### config.mk
export PLATFORM = sky130hd
export DESIGN_NAME = ex_stage
export DESIGN_NICKNAME = d
export VERILOG_FILES = /design/src/design/ex_ctrl_pkg.sv /design/src/design/ex_data_pkg.sv /design/src/design/alu_decoder.sv /design/src/design/alu.sv /design/src/design/operand_forward.sv /design/src/design/branch_compare.sv /design/src/design/mult_unit.sv /design/src/design/ex_mem_reg.sv /design/src/design/ex_stage.sv
export SDC_FILE = /design/constraint.sdc
export NUM_CORES = 2
export LEC_CHECK = 0
export ABC_CLOCK_PERIOD_IN_PS = 8540
export BUFFER_PORTS_ARGS = -buffer_cell sky130_fd_sc_hd__buf_4
export CAP_MARGIN = 20
export CELL_PAD_IN_SITES_DETAIL_PLACEMENT = 1
export CELL_PAD_IN_SITES_GLOBAL_PLACEMENT = 2
export CORE_MARGIN = 10
export CORE_UTILIZATION = 40
export CTS_CLUSTER_DIAMETER = 100
export CTS_CLUSTER_SIZE = 28
export DETAILED_ROUTE_END_ITERATION = 7
export PLACE_DENSITY = 0.94
export SLEW_MARGIN = 15
export SYNTH_ARGS = -nofsm -noshare
export SYNTH_HDL_FRONTEND = slang
export SYNTH_SLANG_ARGS = --single-unit
### constraint.sdc
create_clock -name i_clk -period 8.54 [get_ports i_clk]
set_input_delay 0.427 -clock i_clk [delete_from_list [all_inputs] [get_ports i_clk]]
set_output_delay 0.427 -clock i_clk [all_outputs]
set_load 0.03 [all_outputs]
### src/design/ex_ctrl_pkg.sv
// ======================================================================
// execute stage control encodings
// op classes, ALU functions, branch conditions, forwarding selects
// ======================================================================
package ex_ctrl_pkg;

	// op class from decode, follows the opcode field
	typedef enum logic [5:0] {
		ALU_OP_RTYPE = 6'b000000,
		ALU_OP_ADDI  = 6'b001000,
		ALU_OP_SLTI  = 6'b001010,
		ALU_OP_ANDI  = 6'b001100,
		ALU_OP_ORI   = 6'b001101,
		ALU_OP_XORI  = 6'b001110,
		ALU_OP_LUI   = 6'b001111,
		ALU_OP_MEM   = 6'b100000
	} alu_op_e;

	typedef enum logic [3:0] {
		ALU_FN_ADD   = 4'd0,
		ALU_FN_SUB   = 4'd1,
		ALU_FN_AND   = 4'd2,
		ALU_FN_OR    = 4'd3,
		ALU_FN_XOR   = 4'd4,
		ALU_FN_NOR   = 4'd5,
		ALU_FN_SLT   = 4'd6,
		ALU_FN_SLTU  = 4'd7,
		ALU_FN_SLL   = 4'd8,
		ALU_FN_SRL   = 4'd9,
		ALU_FN_SRA   = 4'd10,
		ALU_FN_LUI   = 4'd11,
		ALU_FN_PASSB = 4'd12
	} alu_fn_e;

	typedef enum logic [2:0] {
		BR_NONE = 3'd0,
		BR_EQ   = 3'd1,
		BR_NE   = 3'd2,
		BR_LEZ  = 3'd3,
		BR_GTZ  = 3'd4,
		BR_LTZ  = 3'd5,
		BR_GEZ  = 3'd6
	} branch_cond_e;

	// operand source, chosen by the hazard unit
	typedef enum logic [1:0] {
		FWD_RF       = 2'd0,
		FWD_MEM_ALU  = 2'd1,
		FWD_WB       = 2'd2,
		FWD_MEM_DATA = 2'd3
	} fwd_sel_e;

	typedef enum logic [1:0] {
		MFHL_NONE = 2'd0,
		MFHL_HI   = 2'd1,
		MFHL_LO   = 2'd2
	} mfhl_e;

endpackage

### src/design/ex_data_pkg.sv
// ======================================================================
// execute stage data width and payload structs
// ======================================================================
package ex_data_pkg;

	parameter int unsigned XLEN    = 32;
	parameter int unsigned RADDR_W = 5;

	// forwarding selects and the values they pick from
	typedef struct packed {
		ex_ctrl_pkg::fwd_sel_e sel_a;
		ex_ctrl_pkg::fwd_sel_e sel_b;
		logic [XLEN-1:0]       mem_alu;
		logic [XLEN-1:0]       wb_result;
		logic [XLEN-1:0]       mem_data_a;
		logic [XLEN-1:0]       mem_data_b;
	} fwd_bus_t;

	typedef struct packed {
		logic                      mem_read;
		logic                      mem_write;
		logic                      mem_to_reg;
		logic                      reg_write;
		logic                      link;
		logic                      reg_dst;
		logic                      alu_src;
		ex_ctrl_pkg::branch_cond_e branch_cond;
	} ex_ctrl_t;

	// EX/MEM payload
	typedef struct packed {
		logic [XLEN-1:0]    pc4;
		logic [XLEN-1:0]    alu_result;
		logic [XLEN-1:0]    store_data;
		logic [RADDR_W-1:0] dst;
		logic [RADDR_W-1:0] rt_addr;
		logic               mem_read;
		logic               mem_write;
		logic               mem_to_reg;
		logic               reg_write;
		logic               link;
		ex_ctrl_pkg::mfhl_e mfhl;
	} ex_mem_t;

endpackage

### src/design/alu_decoder.sv
`timescale 1ns/1ps
// ======================================================================
// ALU decoder, op class and funct to ALU function, mult and mfhi/mflo
// ======================================================================
module alu_decoder (
	input  ex_ctrl_pkg::alu_op_e i_alu_op,
	input  logic [5:0]           i_funct,
	output ex_ctrl_pkg::alu_fn_e o_fn,
	output logic                 o_mul,
	output ex_ctrl_pkg::mfhl_e   o_mfhl
);

	// R-type function codes
	localparam logic [5:0] F_SLL  = 6'b000000;
	localparam logic [5:0] F_SRL  = 6'b000010;
	localparam logic [5:0] F_SRA  = 6'b000011;
	localparam logic [5:0] F_MFHI = 6'b010000;
	localparam logic [5:0] F_MFLO = 6'b010010;
	localparam logic [5:0] F_MULT = 6'b011000;
	localparam logic [5:0] F_ADD  = 6'b100000;
	localparam logic [5:0] F_ADDU = 6'b100001;
	localparam logic [5:0] F_SUB  = 6'b100010;
	localparam logic [5:0] F_SUBU = 6'b100011;
	localparam logic [5:0] F_AND  = 6'b100100;
	localparam logic [5:0] F_OR   = 6'b100101;
	localparam logic [5:0] F_XOR  = 6'b100110;
	localparam logic [5:0] F_NOR  = 6'b100111;
	localparam logic [5:0] F_SLT  = 6'b101010;
	localparam logic [5:0] F_SLTU = 6'b101011;

	always_comb begin
		o_fn   = ex_ctrl_pkg::ALU_FN_ADD;
		o_mul  = 1'b0;
		o_mfhl = ex_ctrl_pkg::MFHL_NONE;
		case (i_alu_op)
			ex_ctrl_pkg::ALU_OP_RTYPE: begin
				case (i_funct)
					F_ADD, F_ADDU: o_fn = ex_ctrl_pkg::ALU_FN_ADD;
					F_SUB, F_SUBU: o_fn = ex_ctrl_pkg::ALU_FN_SUB;
					F_AND:         o_fn = ex_ctrl_pkg::ALU_FN_AND;
					F_OR:          o_fn = ex_ctrl_pkg::ALU_FN_OR;
					F_XOR:         o_fn = ex_ctrl_pkg::ALU_FN_XOR;
					F_NOR:         o_fn = ex_ctrl_pkg::ALU_FN_NOR;
					F_SLT:         o_fn = ex_ctrl_pkg::ALU_FN_SLT;
					F_SLTU:        o_fn = ex_ctrl_pkg::ALU_FN_SLTU;
					F_SLL:         o_fn = ex_ctrl_pkg::ALU_FN_SLL;
					F_SRL:         o_fn = ex_ctrl_pkg::ALU_FN_SRL;
					F_SRA:         o_fn = ex_ctrl_pkg::ALU_FN_SRA;
					F_MULT:        o_mul = 1'b1;
					F_MFHI: begin
						o_fn   = ex_ctrl_pkg::ALU_FN_PASSB;
						o_mfhl = ex_ctrl_pkg::MFHL_HI;
					end
					F_MFLO: begin
						o_fn   = ex_ctrl_pkg::ALU_FN_PASSB;
						o_mfhl = ex_ctrl_pkg::MFHL_LO;
					end
					default:       o_fn = ex_ctrl_pkg::ALU_FN_ADD;
				endcase
			end
			ex_ctrl_pkg::ALU_OP_ADDI: o_fn = ex_ctrl_pkg::ALU_FN_ADD;
			ex_ctrl_pkg::ALU_OP_ANDI: o_fn = ex_ctrl_pkg::ALU_FN_AND;
			ex_ctrl_pkg::ALU_OP_ORI:  o_fn = ex_ctrl_pkg::ALU_FN_OR;
			ex_ctrl_pkg::ALU_OP_XORI: o_fn = ex_ctrl_pkg::ALU_FN_XOR;
			ex_ctrl_pkg::ALU_OP_SLTI: o_fn = ex_ctrl_pkg::ALU_FN_SLT;
			ex_ctrl_pkg::ALU_OP_LUI:  o_fn = ex_ctrl_pkg::ALU_FN_LUI;
			// load and store address
			ex_ctrl_pkg::ALU_OP_MEM:  o_fn = ex_ctrl_pkg::ALU_FN_ADD;
			default:                  o_fn = ex_ctrl_pkg::ALU_FN_ADD;
		endcase
	end

endmodule

### src/design/alu.sv
`timescale 1ns/1ps
// ======================================================================
// 32-bit ALU, arithmetic, logic, compare and shifts
// ======================================================================
module alu (
	input  logic [ex_data_pkg::XLEN-1:0] i_a,
	input  logic [ex_data_pkg::XLEN-1:0] i_b,
	input  ex_ctrl_pkg::alu_fn_e         i_fn,
	input  logic [4:0]                   i_shamt,
	output logic [ex_data_pkg::XLEN-1:0] o_result
);

	logic [ex_data_pkg::XLEN-1:0] sum;
	logic [ex_data_pkg::XLEN-1:0] diff;
	logic                         lt_s;
	logic                         lt_u;

	// add and subtract wrap, no overflow trap
	assign sum  = i_a + i_b;
	assign diff = i_a - i_b;
	assign lt_s = $signed(i_a) < $signed(i_b);
	assign lt_u = i_a < i_b;

	always_comb begin
		case (i_fn)
			ex_ctrl_pkg::ALU_FN_ADD:   o_result = sum;
			ex_ctrl_pkg::ALU_FN_SUB:   o_result = diff;
			ex_ctrl_pkg::ALU_FN_AND:   o_result = i_a & i_b;
			ex_ctrl_pkg::ALU_FN_OR:    o_result = i_a | i_b;
			ex_ctrl_pkg::ALU_FN_XOR:   o_result = i_a ^ i_b;
			ex_ctrl_pkg::ALU_FN_NOR:   o_result = ~(i_a | i_b);
			ex_ctrl_pkg::ALU_FN_SLT: begin
				o_result = '0;
				o_result[0] = lt_s;
			end
			ex_ctrl_pkg::ALU_FN_SLTU: begin
				o_result = '0;
				o_result[0] = lt_u;
			end
			// shifts work on rt, as in sll rd, rt, sa
			ex_ctrl_pkg::ALU_FN_SLL:   o_result = i_b << i_shamt;
			ex_ctrl_pkg::ALU_FN_SRL:   o_result = i_b >> i_shamt;
			ex_ctrl_pkg::ALU_FN_SRA:   o_result = $unsigned($signed(i_b) >>> i_shamt);
			ex_ctrl_pkg::ALU_FN_LUI:   o_result = i_b << 16;
			ex_ctrl_pkg::ALU_FN_PASSB: o_result = i_b;
			default:                   o_result = sum;
		endcase
	end

endmodule

### src/design/operand_forward.sv
`timescale 1ns/1ps
// ======================================================================
// operand forwarding, ALU B source and destination register select
// ======================================================================
module operand_forward (
	input  logic [ex_data_pkg::XLEN-1:0]    i_rs_data,
	input  logic [ex_data_pkg::XLEN-1:0]    i_rt_data,
	input  logic [ex_data_pkg::XLEN-1:0]    i_imm_ext,
	input  logic [ex_data_pkg::RADDR_W-1:0] i_rt_addr,
	input  logic [ex_data_pkg::RADDR_W-1:0] i_rd_addr,
	input  logic                            i_reg_dst,
	input  logic                            i_alu_src,
	input  logic                            i_link,
	input  ex_data_pkg::fwd_bus_t           i_fwd,
	output logic [ex_data_pkg::XLEN-1:0]    o_op_a,
	output logic [ex_data_pkg::XLEN-1:0]    o_op_b,
	output logic [ex_data_pkg::XLEN-1:0]    o_alu_b,
	output logic [ex_data_pkg::RADDR_W-1:0] o_dst
);

	// one four-way selector, used for both operands
	function automatic logic [ex_data_pkg::XLEN-1:0] fwd_pick(
		input ex_ctrl_pkg::fwd_sel_e        sel,
		input logic [ex_data_pkg::XLEN-1:0] rf,
		input logic [ex_data_pkg::XLEN-1:0] mem_alu,
		input logic [ex_data_pkg::XLEN-1:0] wb,
		input logic [ex_data_pkg::XLEN-1:0] mem_data
	);
		case (sel)
			ex_ctrl_pkg::FWD_MEM_ALU:  return mem_alu;
			ex_ctrl_pkg::FWD_WB:       return wb;
			ex_ctrl_pkg::FWD_MEM_DATA: return mem_data;
			default:                   return rf;
		endcase
	endfunction

	assign o_op_a = fwd_pick(i_fwd.sel_a, i_rs_data, i_fwd.mem_alu, i_fwd.wb_result,
		i_fwd.mem_data_a);
	assign o_op_b = fwd_pick(i_fwd.sel_b, i_rt_data, i_fwd.mem_alu, i_fwd.wb_result,
		i_fwd.mem_data_b);

	assign o_alu_b = i_alu_src ? i_imm_ext : o_op_b;

	// jal links into r31
	assign o_dst = i_link ? ex_data_pkg::RADDR_W'(31) : (i_reg_dst ? i_rd_addr : i_rt_addr);

endmodule

### src/design/branch_compare.sv
`timescale 1ns/1ps
// ======================================================================
// branch condition check on the forwarded operands
// ======================================================================
module branch_compare (
	input  logic [ex_data_pkg::XLEN-1:0] i_op_a,
	input  logic [ex_data_pkg::XLEN-1:0] i_op_b,
	input  ex_ctrl_pkg::branch_cond_e    i_cond,
	output logic                         o_taken
);

	logic eq;
	logic neg;
	logic zero;

	assign eq   = (i_op_a == i_op_b);
	assign neg  = i_op_a[ex_data_pkg::XLEN-1];
	assign zero = (i_op_a == '0);

	always_comb begin
		case (i_cond)
			ex_ctrl_pkg::BR_EQ:  o_taken = eq;
			ex_ctrl_pkg::BR_NE:  o_taken = !eq;
			ex_ctrl_pkg::BR_LEZ: o_taken = neg || zero;
			ex_ctrl_pkg::BR_GTZ: o_taken = !neg && !zero;
			ex_ctrl_pkg::BR_LTZ: o_taken = neg;
			ex_ctrl_pkg::BR_GEZ: o_taken = !neg;
			default:             o_taken = 1'b0;
		endcase
	end

endmodule

### src/design/mult_unit.sv
`timescale 1ns/1ps
// ======================================================================
// multi-cycle signed multiplier with Hi/Lo and front-end stall
// ======================================================================
module mult_unit #(
	// stall length in cycles, start cycle included, at least 2
	parameter int unsigned MUL_CYCLES = 4
) (
	input  logic                         i_clk,
	input  logic                         i_nrst,
	input  logic                         i_start,
	input  logic [ex_data_pkg::XLEN-1:0] i_a,
	input  logic [ex_data_pkg::XLEN-1:0] i_b,
	output logic                         o_stall,
	output logic [ex_data_pkg::XLEN-1:0] o_hi,
	output logic [ex_data_pkg::XLEN-1:0] o_lo
);

	localparam int unsigned CNT_W = (MUL_CYCLES > 2) ? $clog2(MUL_CYCLES) : 1;
	localparam logic [CNT_W-1:0] CNT_LOAD = CNT_W'(MUL_CYCLES - 2);

	typedef enum logic [1:0] {
		ST_IDLE,
		ST_BUSY,
		ST_DONE
	} state_t;

	state_t                           state;
	logic [CNT_W-1:0]                 cnt;
	logic [ex_data_pkg::XLEN-1:0]     a_q;
	logic [ex_data_pkg::XLEN-1:0]     b_q;
	logic signed [2*ex_data_pkg::XLEN-1:0] prod;
	logic                             take;
	logic                             finish;

	assign take   = (state == ST_IDLE) && i_start;
	assign finish = (state == ST_BUSY) && (cnt == '0);
	assign prod   = $signed(a_q) * $signed(b_q);

	// stall rises in the start cycle itself
	assign o_stall = take || (state == ST_BUSY);

	// ==================================================================
	// control
	// ==================================================================
	always_ff @(posedge i_clk, negedge i_nrst) begin
		if (!i_nrst) begin
			state <= ST_IDLE;
			cnt   <= '0;
		end else begin
			case (state)
				ST_IDLE: begin
					if (i_start) begin
						state <= ST_BUSY;
						cnt   <= CNT_LOAD;
					end
				end
				ST_BUSY: begin
					if (cnt == '0) begin
						state <= ST_DONE;
					end else begin
						cnt <= cnt - 1'b1;
					end
				end
				// held mult is seen again here, do not restart
				ST_DONE: state <= ST_IDLE;
				default: state <= ST_IDLE;
			endcase
		end
	end

	always_ff @(posedge i_clk) begin
		if (take) begin
			a_q <= i_a;
			b_q <= i_b;
		end
	end

	// ==================================================================
	// Hi/Lo
	// ==================================================================
	always_ff @(posedge i_clk, negedge i_nrst) begin
		if (!i_nrst) begin
			o_hi <= '0;
			o_lo <= '0;
		end else if (finish) begin
			o_hi <= prod[2*ex_data_pkg::XLEN-1:ex_data_pkg::XLEN];
			o_lo <= prod[ex_data_pkg::XLEN-1:0];
		end
	end

endmodule

### src/design/ex_mem_reg.sv
`timescale 1ns/1ps
// ======================================================================
// EX/MEM pipeline register, bubble while stalled
// ======================================================================
module ex_mem_reg (
	input  logic                 i_clk,
	input  logic                 i_nrst,
	input  logic                 i_stall,
	input  ex_data_pkg::ex_mem_t i_d,
	input  logic                 i_mul,
	output ex_data_pkg::ex_mem_t o_q
);

	ex_data_pkg::ex_mem_t d_gated;

	always_comb begin
		d_gated = i_d;
		// stall cycles become bubbles
		if (i_stall) begin
			d_gated.reg_write = 1'b0;
			d_gated.mem_read  = 1'b0;
			d_gated.mem_write = 1'b0;
			d_gated.link      = 1'b0;
		end
		// mult only writes Hi/Lo
		if (i_mul) begin
			d_gated.reg_write = 1'b0;
		end
	end

	always_ff @(posedge i_clk, negedge i_nrst) begin
		if (!i_nrst) begin
			o_q <= '0;
		end else begin
			o_q <= d_gated;
		end
	end

endmodule

### src/design/ex_stage.sv
`timescale 1ns/1ps
// ======================================================================
// execute stage, forwarding, branch resolve, ALU, multiplier, EX/MEM
// ======================================================================
module ex_stage #(
	parameter int unsigned MUL_CYCLES = 4
) (
	input  logic                            i_clk,
	input  logic                            i_nrst,
	input  logic [ex_data_pkg::XLEN-1:0]    i_pc4,
	input  logic [ex_data_pkg::XLEN-1:0]    i_rs_data,
	input  logic [ex_data_pkg::XLEN-1:0]    i_rt_data,
	input  logic [ex_data_pkg::XLEN-1:0]    i_imm_ext,
	input  logic [ex_data_pkg::RADDR_W-1:0] i_rt_addr,
	input  logic [ex_data_pkg::RADDR_W-1:0] i_rd_addr,
	input  ex_ctrl_pkg::alu_op_e            i_alu_op,
	input  ex_data_pkg::ex_ctrl_t           i_ctrl,
	input  ex_data_pkg::fwd_bus_t           i_fwd,
	output ex_data_pkg::ex_mem_t            o_ex_mem,
	output logic [ex_data_pkg::RADDR_W-1:0] o_ex_dst,
	output logic                            o_branch_taken,
	output logic                            o_stall,
	output logic [ex_data_pkg::XLEN-1:0]    o_hi,
	output logic [ex_data_pkg::XLEN-1:0]    o_lo
);

	logic [ex_data_pkg::XLEN-1:0]    op_a;
	logic [ex_data_pkg::XLEN-1:0]    op_b;
	logic [ex_data_pkg::XLEN-1:0]    alu_b;
	logic [ex_data_pkg::XLEN-1:0]    alu_result;
	logic [ex_data_pkg::RADDR_W-1:0] dst;
	ex_ctrl_pkg::alu_fn_e            alu_fn;
	ex_ctrl_pkg::mfhl_e              mfhl;
	logic                            mul;
	ex_data_pkg::ex_mem_t            ex_d;

	// ==================================================================
	// operands and branch
	// ==================================================================
	operand_forward operand_forward_inst (
		.i_rs_data (i_rs_data),
		.i_rt_data (i_rt_data),
		.i_imm_ext (i_imm_ext),
		.i_rt_addr (i_rt_addr),
		.i_rd_addr (i_rd_addr),
		.i_reg_dst (i_ctrl.reg_dst),
		.i_alu_src (i_ctrl.alu_src),
		.i_link    (i_ctrl.link),
		.i_fwd     (i_fwd),
		.o_op_a    (op_a),
		.o_op_b    (op_b),
		.o_alu_b   (alu_b),
		.o_dst     (dst)
	);

	branch_compare branch_compare_inst (
		.i_op_a  (op_a),
		.i_op_b  (op_b),
		.i_cond  (i_ctrl.branch_cond),
		.o_taken (o_branch_taken)
	);

	// ==================================================================
	// ALU and multiplier
	// ==================================================================
	alu_decoder alu_decoder_inst (
		.i_alu_op (i_alu_op),
		.i_funct  (i_imm_ext[5:0]),
		.o_fn     (alu_fn),
		.o_mul    (mul),
		.o_mfhl   (mfhl)
	);

	alu alu_inst (
		.i_a      (op_a),
		.i_b      (alu_b),
		.i_fn     (alu_fn),
		.i_shamt  (i_imm_ext[10:6]),
		.o_result (alu_result)
	);

	mult_unit #(
		.MUL_CYCLES (MUL_CYCLES)
	) mult_unit_inst (
		.i_clk   (i_clk),
		.i_nrst  (i_nrst),
		.i_start (mul),
		.i_a     (op_a),
		.i_b     (op_b),
		.o_stall (o_stall),
		.o_hi    (o_hi),
		.o_lo    (o_lo)
	);

	// ==================================================================
	// EX/MEM
	// ==================================================================
	always_comb begin
		ex_d.pc4        = i_pc4;
		ex_d.alu_result = alu_result;
		ex_d.store_data = op_b;
		ex_d.dst        = dst;
		ex_d.rt_addr    = i_rt_addr;
		ex_d.mem_read   = i_ctrl.mem_read;
		ex_d.mem_write  = i_ctrl.mem_write;
		ex_d.mem_to_reg = i_ctrl.mem_to_reg;
		ex_d.reg_write  = i_ctrl.reg_write;
		ex_d.link       = i_ctrl.link;
		ex_d.mfhl       = mfhl;
	end

	ex_mem_reg ex_mem_reg_inst (
		.i_clk   (i_clk),
		.i_nrst  (i_nrst),
		.i_stall (o_stall),
		.i_d     (ex_d),
		.i_mul   (mul),
		.o_q     (o_ex_mem)
	);

	// hazard unit needs the destination before the register
	assign o_ex_dst = dst;

endmodule

== Word level (Yosys, flattened, before mapping) ==
Index checks and enable logic that the tools add are counted.
Widths: inputs -> output; s select.
Word-level totals
  register bits: 245
  input port bits: 288
  output and inout port bits: 184
  logic and storage cells: 117
Cells by class
  add/subtract/negate cells: 3
  $mul: 1
  order comparisons: 2
  eq/ne operators: 47
  shifts and indexed selects: 3
  muxes and demuxes: 22
  bitwise logic cells: 4
  reduce and logical (&&, ||, !) cells: 18
Operators with widths (number)
  $pmux 32 s12: 1
  $pmux 32 s3: 2
  $lt 32x32->1: 2
  $mul 32x32->64: 1
  $eq 6x6->1 const B: 8
  $pmux 4 s11: 1
  $add 32x32->32: 1
  $and 32x32->32: 1
  $eq 32x32->1: 1
  $logic_not 32->1: 1
  $mux 32: 1
  $not 32->32: 1
  $or 32x32->32: 1
  $shl 32x5->32: 1
  $shr 32x5->32: 1
  $sshr 32x5->32: 1
  $sub 32x32->32: 1
  $xor 32x32->32: 1
  $eq 6x4->1 const B: 5
  $pmux 4 s6: 1
  $eq 4x4->1 const B: 5
  $eq 6x5->1 const B: 3
  $eq 4x3->1 const B: 4
  $mux 2: 7
  24 further kinds: 48

== Logic depth before layout (Yosys ltp) ==
  depth in word-level cells: 7
  mapped depth: 29
  mapped depth without buffers: 27

== Hierarchy ==
Synthesis repeated with hierarchy kept, for this count alone.
Second synthesis, totals
  cells, all modules: 6055
  area total of the unflattened synthesis: 56586.8 µm²
By module, submodules not included
  mult_unit: instances 1, cells each 4173, area an instance 40558.9 µm²
  alu: instances 1, cells each 1403, area an instance 9572.9 µm²
  operand_forward: instances 1, cells each 266, area an instance 2866.5 µm²
  ex_mem_reg: instances 1, cells each 117, area an instance 2859.0 µm²
  branch_compare: instances 1, cells each 61, area an instance 484.2 µm²
  alu_decoder: instances 1, cells each 35, area an instance 245.2 µm²

== Worst setup path before layout ==
No wires, ideal clock.
  path kind: flip-flop to flip-flop
  from: reg mult_unit_inst.a_q[31] (netlist name)
  to: reg mult_unit_inst.o_hi[27] (netlist name)
  arrival: 7.732 ns
  setup slack: 0.688 ns
  cell stages (with the launch flop): 28
  buffers on the path: 1
  period minus slack after synthesis: 7.852 ns
  cell sequence: edfxtp_1 > clkbuf_1 > nand2_1 > inv_1 > fa_1 > inv_1 > fa_1 > inv_1 > fa_1 > fa_1 > inv_1 > fa_1 > inv_1 > fa_1 > inv_1 > fa_1 > inv_1 > fa_1 > ha_1 > a21o_1 > nand2b_1 > a21o_1 > a21oi_1 > nor4_1 > a21oi_1 > a21oi_1 > or3_1 > a31o_2
Between the ends
  cells in the longest elaborated chain, start to end: 1
RTL lines
  start, declared: RTL line mult_unit.sv:30  | logic [ex_data_pkg::XLEN-1:0] a_q;
  start signal, assigned: RTL line mult_unit.sv:74  | a_q <= i_a;
  $mul 32x32->64: RTL line mult_unit.sv:38  | assign prod = $signed(a_q) * $signed(b_q);
  end signal, assigned: RTL line mult_unit.sv:87  | o_hi <= prod[2*ex_data_pkg::XLEN-1:ex_data_pkg::XLEN];
  end, declared: RTL line mult_unit.sv:15  | output logic [ex_data_pkg::XLEN-1:0] o_hi,
Every way passes these cells.
A chain may end at the register's enable or synchronous reset.

== Worst setup path in the final report ==
  from: reg mult_unit_inst.a_q[15] (netlist name)
  to: reg mult_unit_inst.o_hi[31] (netlist name)
The elaborated chain is that of the path after synthesis.

==> flow_summary.json <==
{
  "worstSetupEndpointType": "register",
  "switchingPower_mw": 2.32,
  "ys_types": 93,
  "syn_inst": 6057,
  "clk_path_buf_depth": 3,
  "cp.required_ns": 9.10,
  "status": "complete, no violations",
  "cts_buffers": 24,
  "portBuffers": 471,
  "p_clk_frac": 0.268,
  "synth-edff-count": 64,
  "p_int_mw": 2.67,
  "drv_slew": 0,
  "synth_warnings": 0,
  "crit_chain": "buf_6 > and2_1 > fa_1 > inv_1 > fa_1 > fa_1 > fa_1 > inv_1 > fa_1 > fa_1 > fa_1 > fa_1 > ha_1 > nand3_1 > nor4_4 > and4b_1 > a221oi_2 > buf_4 > nor2_1 > a21oi_2 > buf_4 > a211oi_2 > nor3_1 > o31ai_1",
  "hold_path.class": "input port to register",
  "htreeDepth": 1,
  "grt-ovfl-total": 0,
  "row_count": 137,
  "fillers": 16000,
  "die_w_um": 394,
  "skew_ns": 0.0449,
  "die_area_um2": 155000,
  "die_h_um": 394,
  "layout.nets": 8090,
  "synth-seq-cells": 245,
  "syn_nets": 7710,
  "drtAntennaViolNets": 0,
  "yosysSeqAreaShare": 0.115,
  "hold_viol": 0,
  "worst-endpoint-arrival_ns": 8.91,
  "path_clk_slew_ns": 0.10,
  "start_util": 0.402,
  "rsz0062_at_grt": "false",
  "grt_pass1_vias": 54000,
  "min_period_over_period": 0.977,
  "wirelength_um": 251000,
  "whs_path_depth": 2,
  "p_sw_frac": 0.464,
  "yosys.area.top_type_share": 0.387,
  "hpwlAfterDp_um": 204000,
  "first_pass_iters": 6,
  "cts_sinks": 245,
  "place.gp.congestion": 1.03,
  "powerDensity_nw_per_um2": 78.3,
  "crit_type": "register to register",
  "first_iter_violations": 4820,
  "vias": 48800,
  "yosysTopAreaCell": "fa_1",
  "grt_max_degree": 128,
  "pre_cts_ws_ns": -0.264,
  "synth_area_leaders": "fa_1 (39%), dfrtp_1 (8.1%), inv_1 (7.3%)",
  "cp-start-kind": "register",
  "postSynthAreaPerCell_um2": 9.25,
  "stdcell_count": 8344,
  "setup-violations-final": 0,
  "relSlewSlack": 0.105,
  "clock.fmax_mhz": 120,
  "regArea_um2": 6450,
  "mostFrequentLayoutCells": "inv_1 (1083), fa_1 (1083), nand2_1 (783), buf_4 (648), and2_1 (515)",
  "syn_area_um2": 56000,
  "setup_ws_ns": 0.196,
  "postLayoutCoreUtil": 0.457,
  "p_leak_nw": 30.3,
  "synthArstFlopShare": 0.739,
  "worst-r2r-cell-count": 24,
  "cap_violations": 0,
  "via_per_inst": 5.85,
  "cts_root_buf": "clkbuf_16",
  "fin_crit_ns": 8.34,
  "cp_max_fo": 30,
  "core_area_um2": 139000,
  "cts_tree": "built",
  "areaGrowthSynthToFinish_pct": 13.8,
  "cpPeakStageDelay_ns": 0.63,
  "grt_pass1_wl_um": 365000,
  "cp_slowest_cell": "fa_1",
  "antenna_found_initial": 33,
  "drc": 0,
  "synth-main-ff-cell": "dfrtp_1",
  "combPwrFrac": 0.464,
  "worst_slew_pin_slew_ns": 1.33,
  "io_pins": 472,
  "ir_drop_uv": 219,
  "seqPwrFrac": 0.268,
  "multi_input_area_um2": 44100,
  "path_common_cell": "fa_1",
  "grtUsageTotal": 0.315,
  "place_inst": 8205,
  "layout-drive-gt1-share": 0.142,
  "clock_latency_ns": 0.66,
  "wl_per_cell_um": 30.1
}
[Yosys cell counts (28+ instances only)]
cell type / instances
inv_1: 1085
fa_1: 1084
nand2_1: 784
and2_1: 515
clkbuf_1: 317
ha_1: 281
nor2_1: 244
a21oi_1: 204
o21ai_0: 198
dfrtp_1: 181
mux4_2: 105
mux2i_1: 68
xor2_1: 65
edfxtp_1: 64
xnor2_1: 59
nor3_1: 56
nand3_1: 54
a21o_1: 42
mux2_2: 38
o21bai_1: 31
a211oi_1: 30
nor4_1: 30
o211ai_1: 30
nand4_1: 28
[critical path, delay by kind of cell, from the launching register on]
family	cells	cell delay, ns
flops	1	0.56
compound gates	4	0.66
fa+ha+maj	9	4.67
buf+inv	5	0.78
simple gates	6	1.56
[what timing repair did]
item / 4_1_cts / 5_1_grt
pin swaps: 0 / 1
hold buffers: 39 / 0
resized for setup: 1 / 17
endpoints found under the setup margin: 5 / 14
hold endpoints to repair: 92 / 0
buffers inserted: 2 / 41
[path summary, 6_finish.rpt]
path | startpoint | end | slack, ns
max | mult_unit_inst.a_q[15] | mult_unit_inst.o_hi[31] | 0.20
min reg2reg | mult_unit_inst.o_lo[2] | mult_unit_inst.o_lo[2] | 0.48
min | i_rd_addr[2] | ex_mem_reg_inst.o_q[14] | 0.05
max in group asynchronous | i_nrst | ex_mem_reg_inst.o_q[24] | 6.82
max reg2reg | mult_unit_inst.a_q[15] | mult_unit_inst.o_hi[31] | 0.20
min in group asynchronous | i_nrst | mult_unit_inst.o_lo[13] | 0.32
[through the flow]
| step | total power, mW | area, um2 | hold slack, ns | setup TNS [ns] |
|---|---|---|---|---|
| after floorplan | 2.57 | 56000 | 0.131 | 0 |
| after global routing | 5.14 | 63700 | 0.0313 | 0 |
| after CTS | 4.94 | 63200 | 0.0188 | 0 |
| after global placement | 3.56 | 61800 | 0.421 | -0.361 |
| after detailed placement | 3.57 | 61800 | 0.434 | -0.624 |
| final | 4.99 | 63700 | 0.0462 | 0 |
[logic make-up after synthesis]
logic type	Yosys count	synth area share
AO/OA/AOI/OAI	837	0.0979
adder cells (fa/ha/maj)	1365	0.450
XOR/XNOR	124	0.0194
AND/OR/NAND/NOR	1825	0.157
flip-flops	245	0.115
multiplexers	212	0.0622
buffers and inverters	1449	0.0986
[metal layers]
layer	global-route usage	wire length, um	share of wire	up-vias
li1	-	-	-	19900
met1	0.386	92900	0.37	25700
met2	0.513	119000	0.47	2581
met3	0.0776	23500	0.094	663
met4	0.162	15600	0.062	14
met5	0	92	0.00037	-
[sequential cells by signal, indices dropped and copies added, names as in the netlist]
name,cells
mult_unit_inst.o_hi,32
mult_unit_inst.cnt,2
mult_unit_inst.state,2
mult_unit_inst.a_q,32
ex_mem_reg_inst.o_q,113
mult_unit_inst.o_lo,32
mult_unit_inst.b_q,32
[cell type report]
cell class,instances,share of cell area
sequential,245,0.101
clock inverter,17,0.00469
inverter,1089,0.0641
tap,1876,0.0368
clock buffer,26,0.0102
multi-input combinational,4363,0.693
timing repair buffer,714,0.0897
antenna,14,0.000550
[power by group through the flow]
stage / Clock (mW) / Combinational, mW / Sequential [mW]
after floorplan: 0 / 1.05 / 1.52
after global placement: 0 / 2.20 / 1.36
after detailed placement: 0 / 2.22 / 1.36
after CTS: 1.36 / 2.24 / 1.34
after global routing: 1.41 / 2.39 / 1.34
final: 1.34 / 2.32 / 1.34
Power figures use the tool's default switching activity.
